`config.mk`:
```
export PLATFORM = sky130hd
export DESIGN_NAME = resolution_detect
export DESIGN_NICKNAME = d
export VERILOG_FILES = /design/src/verilog/res_detect_pkg.sv /design/src/verilog/res_detect_if.sv /design/src/verilog/timing_event_detect.sv /design/src/verilog/line_tracker.sv /design/src/verilog/sample_measure.sv /design/src/verilog/lock_monitor.sv /design/src/verilog/register_writer.sv /design/src/verilog/resolution_detect.sv
export SDC_FILE = /design/constraint.sdc
export NUM_CORES = 1
export LEC_CHECK = 0
export BUFFER_PORTS_ARGS = -buffer_cell sky130_fd_sc_hd__buf_4
export CORE_MARGIN = 5
export CORE_UTILIZATION = 55
export CTS_BUF_LIST = sky130_fd_sc_hd__clkbuf_8
export DETAILED_ROUTE_END_ITERATION = 6
export GPL_TIMING_DRIVEN = 1
export PLACE_DENSITY = 0.75
export SLEW_MARGIN = 5
export SYNTH_ARGS = -nofsm -noshare
export SYNTH_HDL_FRONTEND = slang
export SYNTH_HIERARCHICAL = 1
export SYNTH_SLANG_ARGS = --single-unit
export TNS_END_PERCENT = 20
```
`constraint.sdc`:
```
create_clock -name clk -period 3.15 [get_ports clk]
set_input_delay 0 -clock clk [delete_from_list [all_inputs] [get_ports clk]]
set_output_delay 0 -clock clk [all_outputs]
set_load 0.01 [all_outputs]
```
`src/verilog/res_detect_pkg.sv`:
```
// resolution detection package with counter widths, register map, defaults and register word
package res_detect_pkg;

    localparam int count_w = 13;
    localparam int reg_w = 16;
    localparam int addr_w = 5;

    // anything shorter is treated as noise and never stored
    localparam logic [count_w-1:0] min_count = 13'd32;

    localparam logic [addr_w-1:0] addr_active_samples = 5'd0;
    localparam logic [addr_w-1:0] addr_active_lines = 5'd1;
    localparam logic [addr_w-1:0] addr_total_samples = 5'd2;
    localparam logic [addr_w-1:0] addr_total_lines = 5'd3;
    localparam logic [addr_w-1:0] addr_status = 5'd4;

    localparam logic [reg_w-1:0] default_active_samples = 16'd1920;
    localparam logic [reg_w-1:0] default_active_lines = 16'd1080;

    typedef struct packed {
        logic [reg_w-3:0] reserved;
        logic stable;
        logic res_valid;
    } reg_status_t;

    // one register word, read as a measured count or as the status bits
    typedef union packed {
        logic [reg_w-1:0] count;
        reg_status_t status;
    } reg_word_u;

endpackage

```
`src/verilog/res_detect_if.sv`:
```
// interfaces carrying sync events and timing measurements between the detection blocks
interface timing_if;

    logic valid;
    logic de;
    logic vsync;
    logic hsync;
    logic de_rise;
    logic de_fall;
    logic hsync_rise;
    logic vsync_rise;

    modport producer (
        output valid, de, vsync, hsync, de_rise, de_fall, hsync_rise, vsync_rise
    );

    modport consumer (
        input valid, de, vsync, hsync, de_rise, de_fall, hsync_rise, vsync_rise
    );

endinterface

interface measure_if import res_detect_pkg::*; ();

    logic [count_w-1:0] active_samples;
    logic [count_w-1:0] total_samples;
    logic [count_w-1:0] active_lines;
    logic [count_w-1:0] total_lines;
    logic sample_change;
    logic line_change;
    logic vblank_rise;
    logic vblank_fall;

    modport line_producer (
        output active_lines, total_lines, line_change, vblank_rise, vblank_fall
    );

    // the sample counter holds off during vertical blanking
    modport sample_producer (
        output active_samples, total_samples, sample_change,
        input vblank_rise, vblank_fall
    );

    modport consumer (
        input active_samples, total_samples, active_lines, total_lines,
        input sample_change, line_change, vblank_rise, vblank_fall
    );

endinterface

```
`src/verilog/timing_event_detect.sv`:
```
// sync edge detector producing datavalid-qualified de, hsync and vsync strobes
module timing_event_detect (
    input  logic clk,
    input  logic rst,
    input  logic datavalid,
    input  logic de,
    input  logic hsync,
    input  logic vsync,
    timing_if.producer ev
);

    logic de_q;
    logic hsync_q;
    logic vsync_q;

    // previous levels only move on valid cycles so gaps in the stream are invisible
    always_ff @(posedge clk or posedge rst) begin
        if (rst) begin
            de_q <= 1'b0;
            hsync_q <= 1'b0;
            vsync_q <= 1'b0;
        end else if (datavalid) begin
            de_q <= de;
            hsync_q <= hsync;
            vsync_q <= vsync;
        end
    end

    assign ev.valid = datavalid;
    assign ev.de = de;
    assign ev.hsync = hsync;
    assign ev.vsync = vsync;

    assign ev.de_rise = datavalid && de && !de_q;
    assign ev.de_fall = datavalid && !de && de_q;
    assign ev.hsync_rise = datavalid && hsync && !hsync_q;
    assign ev.vsync_rise = datavalid && vsync && !vsync_q;

endmodule

```
`src/verilog/line_tracker.sv`:
```
// line FSM that finds vertical blanking edges and measures active and total lines
module line_tracker import res_detect_pkg::*; (
    input  logic clk,
    input  logic rst,
    timing_if.consumer ev,
    measure_if.line_producer meas
);

    typedef enum logic [1:0] {
        s_idle,
        s_look_for_de,
        s_active_lines,
        s_count_active_line
    } line_state_t;

    line_state_t state;
    line_state_t state_nxt;
    logic [count_w-1:0] line_count;
    logic [count_w-1:0] active_lines_q;
    logic [count_w-1:0] total_lines_q;
    logic line_change_q;
    logic line_start;
    logic vblank_rise;
    logic vblank_fall;

    // a de rise while hsync is still high is not taken as a line start
    assign line_start = ev.de_rise && !ev.hsync;

    always_comb begin
        state_nxt = state;
        vblank_rise = 1'b0;
        vblank_fall = 1'b0;
        case (state)
            s_idle: begin
                if (ev.hsync_rise && !ev.de && !ev.vsync)
                    state_nxt = s_look_for_de;
            end
            s_look_for_de: begin
                if (line_start) begin
                    vblank_fall = 1'b1;
                    state_nxt = s_active_lines;
                end
            end
            s_active_lines: begin
                if (ev.hsync_rise)
                    state_nxt = s_count_active_line;
            end
            s_count_active_line: begin
                // a whole line without de means the active region has ended
                if (ev.hsync_rise) begin
                    vblank_rise = 1'b1;
                    state_nxt = s_look_for_de;
                end else if (line_start) begin
                    state_nxt = s_active_lines;
                end
            end
            default: state_nxt = s_idle;
        endcase
    end

    always_ff @(posedge clk or posedge rst) begin
        if (rst) begin
            state <= s_idle;
            line_count <= '0;
            active_lines_q <= '0;
            total_lines_q <= '0;
            line_change_q <= 1'b0;
        end else if (ev.valid) begin
            state <= state_nxt;
            if (vblank_fall)
                line_count <= '0;
            else if (ev.hsync_rise)
                line_count <= line_count + 1'b1;

            line_change_q <= 1'b0;
            if (vblank_rise && line_count >= min_count && line_count != active_lines_q) begin
                active_lines_q <= line_count;
                line_change_q <= 1'b1;
            end
            if (vblank_fall && line_count >= min_count && line_count != total_lines_q) begin
                total_lines_q <= line_count;
                line_change_q <= 1'b1;
            end
        end
    end

    assign meas.active_lines = active_lines_q;
    assign meas.total_lines = total_lines_q;
    assign meas.line_change = line_change_q;
    assign meas.vblank_rise = vblank_rise;
    assign meas.vblank_fall = vblank_fall;

endmodule

```
`src/verilog/sample_measure.sv`:
```
// sample counter that captures active and total samples per line
module sample_measure import res_detect_pkg::*; (
    input  logic clk,
    input  logic rst,
    timing_if.consumer ev,
    measure_if.sample_producer meas
);

    logic [count_w-1:0] sample_count;
    logic [count_w-1:0] active_samples_q;
    logic [count_w-1:0] total_samples_q;
    logic sample_change_q;
    logic in_blank;
    logic active_hit;
    logic total_hit;

    assign active_hit = ev.de_fall && sample_count >= min_count
                        && sample_count != active_samples_q;
    assign total_hit = ev.de_rise && sample_count >= min_count
                       && sample_count != total_samples_q;

    always_ff @(posedge clk or posedge rst) begin
        if (rst) begin
            sample_count <= '0;
            active_samples_q <= '0;
            total_samples_q <= '0;
            sample_change_q <= 1'b0;
            in_blank <= 1'b1;
        end else if (ev.valid) begin
            if (meas.vblank_rise)
                in_blank <= 1'b1;
            else if (meas.vblank_fall)
                in_blank <= 1'b0;

            // held at zero over vertical blanking so the first line of a frame
            // never looks like a very long line
            if (ev.de_rise)
                sample_count <= count_w'(1);
            else if (in_blank)
                sample_count <= '0;
            else
                sample_count <= sample_count + 1'b1;

            if (active_hit)
                active_samples_q <= sample_count;
            if (total_hit)
                total_samples_q <= sample_count;
            sample_change_q <= active_hit || total_hit;
        end
    end

    assign meas.active_samples = active_samples_q;
    assign meas.total_samples = total_samples_q;
    assign meas.sample_change = sample_change_q;

endmodule

```
`src/verilog/lock_monitor.sv`:
```
// line-length stability FSM and resolution-valid tracker
module lock_monitor (
    input  logic clk,
    input  logic rst,
    timing_if.consumer ev,
    measure_if.consumer meas,
    output logic stable,
    output logic res_valid
);

    typedef enum logic [2:0] {
        s_unlocked,
        s_first_total,
        s_second_line,
        s_second_total,
        s_stable
    } stable_state_t;

    stable_state_t state;
    stable_state_t state_nxt;
    logic de_rise_q;
    logic de_fall_q;
    logic vblank_fall_q;
    logic dirty;
    logic any_change;
    logic complete;

    assign any_change = meas.sample_change || meas.line_change;
    assign complete = (meas.active_samples != '0) && (meas.total_samples != '0)
                      && (meas.active_lines != '0) && (meas.total_lines != '0);

    // the delayed de edges line up with the change flags of the captures they caused
    always_comb begin
        state_nxt = state;
        if (meas.sample_change) begin
            state_nxt = s_unlocked;
        end else begin
            case (state)
                s_unlocked: if (de_fall_q) state_nxt = s_first_total;
                s_first_total: if (de_rise_q) state_nxt = s_second_line;
                s_second_line: if (de_fall_q) state_nxt = s_second_total;
                s_second_total: if (de_rise_q) state_nxt = s_stable;
                s_stable: state_nxt = s_stable;
                default: state_nxt = s_unlocked;
            endcase
        end
    end

    always_ff @(posedge clk or posedge rst) begin
        if (rst) begin
            state <= s_unlocked;
            de_rise_q <= 1'b0;
            de_fall_q <= 1'b0;
            vblank_fall_q <= 1'b0;
            dirty <= 1'b1;
            res_valid <= 1'b0;
        end else if (ev.valid) begin
            state <= state_nxt;
            de_rise_q <= ev.de_rise;
            de_fall_q <= ev.de_fall;
            vblank_fall_q <= meas.vblank_fall;
            // the total-lines flag from this frame start still belongs to the closing window
            if (vblank_fall_q) begin
                res_valid <= complete && !dirty && !any_change;
                dirty <= 1'b0;
            end else if (any_change) begin
                res_valid <= 1'b0;
                dirty <= 1'b1;
            end
        end
    end

    assign stable = (state == s_stable);

endmodule

```
`src/verilog/register_writer.sv`:
```
// register write FSM for defaults, per-frame measurements and status
module register_writer import res_detect_pkg::*; (
    input  logic clk,
    input  logic rst,
    timing_if.consumer ev,
    measure_if.consumer meas,
    input  logic stable,
    input  logic res_valid,
    input  logic mem_stall,
    output logic mem_write,
    output logic [addr_w-1:0] mem_address,
    output logic [reg_w-1:0] mem_write_data
);

    typedef enum logic [3:0] {
        s_def_active_samples,
        s_def_active_lines,
        s_def_total_samples,
        s_def_status,
        s_wait_first_frame,
        s_wait_event,
        s_wait_capture,
        s_wr_active_samples,
        s_wr_active_lines,
        s_wr_total_samples,
        s_wr_total_lines,
        s_wr_status
    } wr_state_t;

    wr_state_t state;
    wr_state_t state_nxt;
    reg_word_u data_q;
    reg_word_u data_nxt;
    logic end_of_active;
    logic start_of_active;

    assign end_of_active = ev.valid && ev.hsync_rise && meas.vblank_rise;
    assign start_of_active = ev.valid && meas.vblank_fall;

    always_comb begin
        state_nxt = state;
        mem_write = 1'b1;
        mem_address = addr_status;
        case (state)
            s_def_active_samples: begin
                mem_address = addr_active_samples;
                state_nxt = s_def_active_lines;
            end
            s_def_active_lines: begin
                mem_address = addr_active_lines;
                state_nxt = s_def_total_samples;
            end
            s_def_total_samples: begin
                mem_address = addr_total_samples;
                state_nxt = s_def_status;
            end
            s_def_status: begin
                state_nxt = s_wait_first_frame;
            end
            s_wait_first_frame: begin
                mem_write = 1'b0;
                if (start_of_active)
                    state_nxt = s_wait_event;
            end
            s_wait_event: begin
                mem_write = 1'b0;
                if (end_of_active)
                    state_nxt = s_wr_active_samples;
                else if (start_of_active)
                    state_nxt = s_wait_capture;
            end
            // res_valid for the closing frame settles at the end of the next valid cycle
            s_wait_capture: begin
                mem_write = 1'b0;
                if (ev.valid)
                    state_nxt = s_wr_total_lines;
            end
            s_wr_active_samples: begin
                mem_address = addr_active_samples;
                if (!mem_stall)
                    state_nxt = s_wr_active_lines;
            end
            s_wr_active_lines: begin
                mem_address = addr_active_lines;
                if (!mem_stall)
                    state_nxt = s_wr_total_samples;
            end
            s_wr_total_samples: begin
                mem_address = addr_total_samples;
                if (!mem_stall)
                    state_nxt = s_wr_status;
            end
            s_wr_total_lines: begin
                mem_address = addr_total_lines;
                if (!mem_stall)
                    state_nxt = s_wr_status;
            end
            s_wr_status: begin
                if (!mem_stall)
                    state_nxt = s_wait_event;
            end
            default: begin
                mem_write = 1'b0;
                state_nxt = s_wait_event;
            end
        endcase
    end

    // the word is loaded only on entry to a write, so a stalled write keeps its data
    always_comb begin
        data_nxt = data_q;
        if (state_nxt != state) begin
            case (state_nxt)
                s_def_active_lines: data_nxt.count = default_active_lines;
                s_def_total_samples: data_nxt.count = '0;
                s_def_status: data_nxt.status = '0;
                s_wr_active_samples: data_nxt.count = reg_w'(meas.active_samples);
                s_wr_active_lines: data_nxt.count = reg_w'(meas.active_lines);
                s_wr_total_samples: data_nxt.count = reg_w'(meas.total_samples);
                s_wr_total_lines: data_nxt.count = reg_w'(meas.total_lines);
                s_wr_status: begin
                    data_nxt.status.reserved = '0;
                    data_nxt.status.stable = stable;
                    data_nxt.status.res_valid = res_valid;
                end
                default: data_nxt = data_q;
            endcase
        end
    end

    always_ff @(posedge clk or posedge rst) begin
        if (rst) begin
            state <= s_def_active_samples;
            data_q.count <= default_active_samples;
        end else begin
            state <= state_nxt;
            data_q <= data_nxt;
        end
    end

    assign mem_write_data = data_q;

endmodule

```
`src/verilog/resolution_detect.sv`:
```
// video resolution detector top level with register write port and frame pulses
module resolution_detect import res_detect_pkg::*; (
    input  logic clk,
    input  logic rst,
    input  logic datavalid,
    input  logic de,
    input  logic hsync,
    input  logic vsync,
    input  logic mem_stall,
    output logic mem_write,
    output logic [addr_w-1:0] mem_address,
    output logic [reg_w-1:0] mem_write_data,
    output logic sof,
    output logic sof_locked,
    output logic refclk_div
);

    logic stable;
    logic res_valid;

    timing_if ev ();
    measure_if meas ();

    timing_event_detect timing_event_detect_i (
        .clk(clk),
        .rst(rst),
        .datavalid(datavalid),
        .de(de),
        .hsync(hsync),
        .vsync(vsync),
        .ev(ev)
    );

    line_tracker line_tracker_i (
        .clk(clk),
        .rst(rst),
        .ev(ev),
        .meas(meas)
    );

    sample_measure sample_measure_i (
        .clk(clk),
        .rst(rst),
        .ev(ev),
        .meas(meas)
    );

    lock_monitor lock_monitor_i (
        .clk(clk),
        .rst(rst),
        .ev(ev),
        .meas(meas),
        .stable(stable),
        .res_valid(res_valid)
    );

    register_writer register_writer_i (
        .clk(clk),
        .rst(rst),
        .ev(ev),
        .meas(meas),
        .stable(stable),
        .res_valid(res_valid),
        .mem_stall(mem_stall),
        .mem_write(mem_write),
        .mem_address(mem_address),
        .mem_write_data(mem_write_data)
    );

    // progressive only, so every vsync rise starts a frame
    assign sof = ev.vsync_rise;
    assign refclk_div = ev.hsync_rise;
    assign sof_locked = stable;

endmodule

```
==> impl_metrics.ini <==
[place]
port-buffer-count = 26
hpwl_um = 12100
place_ws_ps = 451
gp_congestion = 0.871
place_inst = 844

[status]
status = finished clean

[drt]
drcViolationCount = 0
wl_um = 17200
antenna_left = 0
drtPass1Iterations = 5
dr.first_iter.drc_count = 692
via_per_inst = 6.37
via_count = 5519
wire_per_inst_um = 19.8

[die]
start_util_pct = 55.8
die_area_sq_um = 15100
dieHeight_um = 123
core-area_sq_um = 12500
io_pins = 32
die_w_um = 123
std_cell_rows = 41

[final_layout]
drive_gt1_share_pct = 20.4
nNetsFinal = 701
final_cell_count_no_fill = 867
antenna_cells = 0
fillers = 1113
area_delta_synth_final_pct = 5.59

[power]
sw_frac_of_total_pct = 41.9
p_clk_share_pct = 16.0
p_switching_mw = 2.30
p_per_area_nw_per_um2 = 745
ir_worst_vdd_uv = 337
p_seq_share_pct = 40.5
internal_power_mw = 3.19
leakagePower_nw = 3.15
comb_power_share_pct = 43.5

[clocking]
clock-root-buffer = clkbuf_8
clk_pin_slew_ps = 100
cts_buffer_depth = 2
htreeDepth = 3
insertion_delay_ps = 390
clock-sinks = 111
cts-buffers-inserted = 9
cts_tree = built
cts_resized = 0

[sta]
fin_setup_tns_ps = 0
fmax_mhz = 367
skew_ps = 8.87
max_slew_margin_pct = 29.1
slew_viol_final = 0
setup_viol = 0
finalHoldViolCount = 0
fin_crit_sh_pct = 86.4
setup_ws_ps = 429
period_needed_ps = 2720
rsz0062_at_grt = no
tightest_slew_ps = 1060

[yosys]
yosysSeqAreaShare_pct = 39.9
synthCells = 691
synth-edff-count = 0
synth.distinct_cells = 84
syn_area_sq_um = 6990
syn_avg_cell_area_sq_um = 10.1
synth_ff_type = dfrtp_1
ys_warn_count = 6
synth-seq-cells = 111
ys_async_sr_fraction_pct = 100

[worst_setup_path]
crit_slowest_cell = o311ai_4
slowest_delay_ps = 570
path_cells = and3b_1 -> and3_1 -> a21o_1 -> and3_4 -> o311ai_4 -> inv_2 -> and4_1 -> a221o_1
startpoint_type = flip-flop
crit_type = flip-flop to flip-flop
crit_arrival_ps = 3000
end_kind = flip-flop
cp_max_fo = 15
cp.required_ps = 3430

[global_routing]
grt_use_total_pct = 24.1
grt_max_degree = 43
grt_pass1_vias = 5410
grt_pass1_wl_um = 28500
antenna_found_initial = 0
grt_overflow = 0

[flow_run]
max-cap-violations = 0

[min_path]
holdCritPathClass = input pin to async pin
cells in the final DEF, fill, tap and decap left out, types with 16 or more instances in the layout:
cell	n
nor2_1	27
xor2_1	45
o211ai_1	16
nand3_1	30
nor4_1	18
inv_1	16
mux2_4	27
mux2_2	21
o21ai_0	41
buf_4	43
nand2_1	49
a21oi_1	32
dfrtp_1	105
nand4_1	27
power by group through the flow:
stage / registers (mW) / clock network [mW] / logic [mW]
after floorplan: 1.97 / 0 / 2.11
after global placement: 2.22 / 0 / 2.26
after detailed placement: 2.24 / 0 / 2.34
after CTS: 2.21 / 0.900 / 2.37
after global routing: 2.28 / 0.961 / 2.59
final: 2.22 / 0.881 / 2.39
layer usage:
layer	vias up	track usage, %	part of all wire [%]	routed length (um)
met1	2768	34.4	44	7640
met2	210	36.6	47	8030
met4	0	10.5	2.4	408
met3	39	3.59	6.4	1110
met5	-	0	0	0
li1	2502	-	-	-
state kept, by name, indices dropped and copies added, names as in the netlist:
register and count:
timing_event_detect_i/hsync_q 1, line_tracker_i/meas.active_lines 13, lock_monitor_i/dirty 1, lock_monitor_i/de_fall_q 1
sample_measure_i/meas.active_samples 13, lock_monitor_i/vblank_fall_q 1, register_writer_i/state 4, sample_measure_i/sample_count 13
line_tracker_i/meas.line_change 1, line_tracker_i/line_count 13, lock_monitor_i/state 3, timing_event_detect_i/de_q 1
timing_event_detect_i/vsync_q 1, line_tracker_i/state 2, register_writer_i/mem_write_data 13, lock_monitor_i/de_rise_q 1
sample_measure_i/in_blank 1, line_tracker_i/meas.total_lines 13, lock_monitor_i/res_valid 1, sample_measure_i/meas.total_samples 13
sample_measure_i/meas.sample_change 1
area by class of cell:
class                           count  area [sq um]  share of cell area, %
Clock buffer                       11           151                   2.05
Clock inverter                      5          50.0                  0.679
Inverter                           16          62.6                  0.848
Multi-Input combinational cell    502          3720                   50.4
Sequential cell                   111          2790                   37.8
Tap cell                          172           215                   2.92
Timing Repair Buffer               50           393                   5.33
cells by family after synthesis:
family                     count (synthesis)  share of synthesized area, %
AOI/OAI and AO/OA                        144                          15.3
xor gates and xnor gates                  60                          7.52
adders and majority gates                  4                         0.716
buffers and inverters                     82                          7.11
DFF                                      111                          39.9
muxes                                     57                          10.5
other                                      1                        0.0537
and+or+nand+nor                          232                          18.9
through the flow:
step	power [mW]	util, %	hold WS, ps	area, sq um
2_1_floorplan	4.09	-	-246	7000
3_3_place_gp	4.47	56.8	-87.5	7100
3_5_place_dp	4.58	56.8	-80.2	7100
4_1_cts	5.48	58.9	39.8	7380
5_1_grt	5.83	58.9	74.7	7380
6_report	5.49	58.9	55.3	7380
critical path, delay by kind of cell (launching register included):
kind	cells	cell delay, ps
DFF	1	340
buffers and inverters	1	280
and+or+nand+nor	4	910
AOI/OAI and AO/OA	3	1080
cell usage after synthesis (3+ instances only):
master     instances  area share [%]
o21ai_1            5            0.36
o31ai_1            3            0.32
a22o_1             3            0.38
o32a_1             4            0.57
and3_1             8            0.72
mux2_2            21             3.4
nor3_1            11            0.79
dfrtp_1          105              38
and4_1             4            0.50
a21oi_1           32             2.3
buf_2             23             1.6
and3b_1            4            0.50
mux2_4            27             5.8
o2bb2ai_1          4            0.50
buf_4             15             1.6
inv_1             14            0.75
o211ai_1          16             1.7
buf_6             12             1.9
nor2_1            27             1.5
nor3b_1           15             1.6
a221o_1            6            0.86
mux2i_1            5            0.72
nor4_1            18             1.6
nor2b_1            4            0.36
nand4_1           27             2.4
mux2_1             4            0.64
clkbuf_1          14            0.75
xor2_1            45             5.6
or3_1              7            0.63
o21ai_0           41             2.9
xnor2_1           15             1.9
dfstp_2            6             2.3
nand2_1           49             2.6
nand3_1           30             2.1
nand3b_1           4            0.43
ha_1               4            0.72
repair_timing:
| item | in CTS | in global routing |
|---|---|---|
| hold endpoints to repair | 110 | 0 |
| endpoints found under the setup margin | 0 | 0 |
| hold buffers | 7 | 0 |
| buffers inserted | 0 | 0 |
path summary, 6_finish.rpt:
check	start	end	slack (ps)	cells past startpoint
max	timing_event_detect_i/hsync_q	register_writer_i/mem_write_data[6]	430	8
min	rst	timing_event_detect_i/de_q	60	3
max reg2reg	timing_event_detect_i/hsync_q	register_writer_i/mem_write_data[6]	430	8
max in group asynchronous	rst	register_writer_i/mem_write_data[4]	2410	3
min in group clk	datavalid	lock_monitor_i/de_fall_q	200	3
min reg2reg	register_writer_i/mem_write_data[0]	register_writer_i/mem_write_data[0]	510	1
Power figures use the tool's default switching activity.
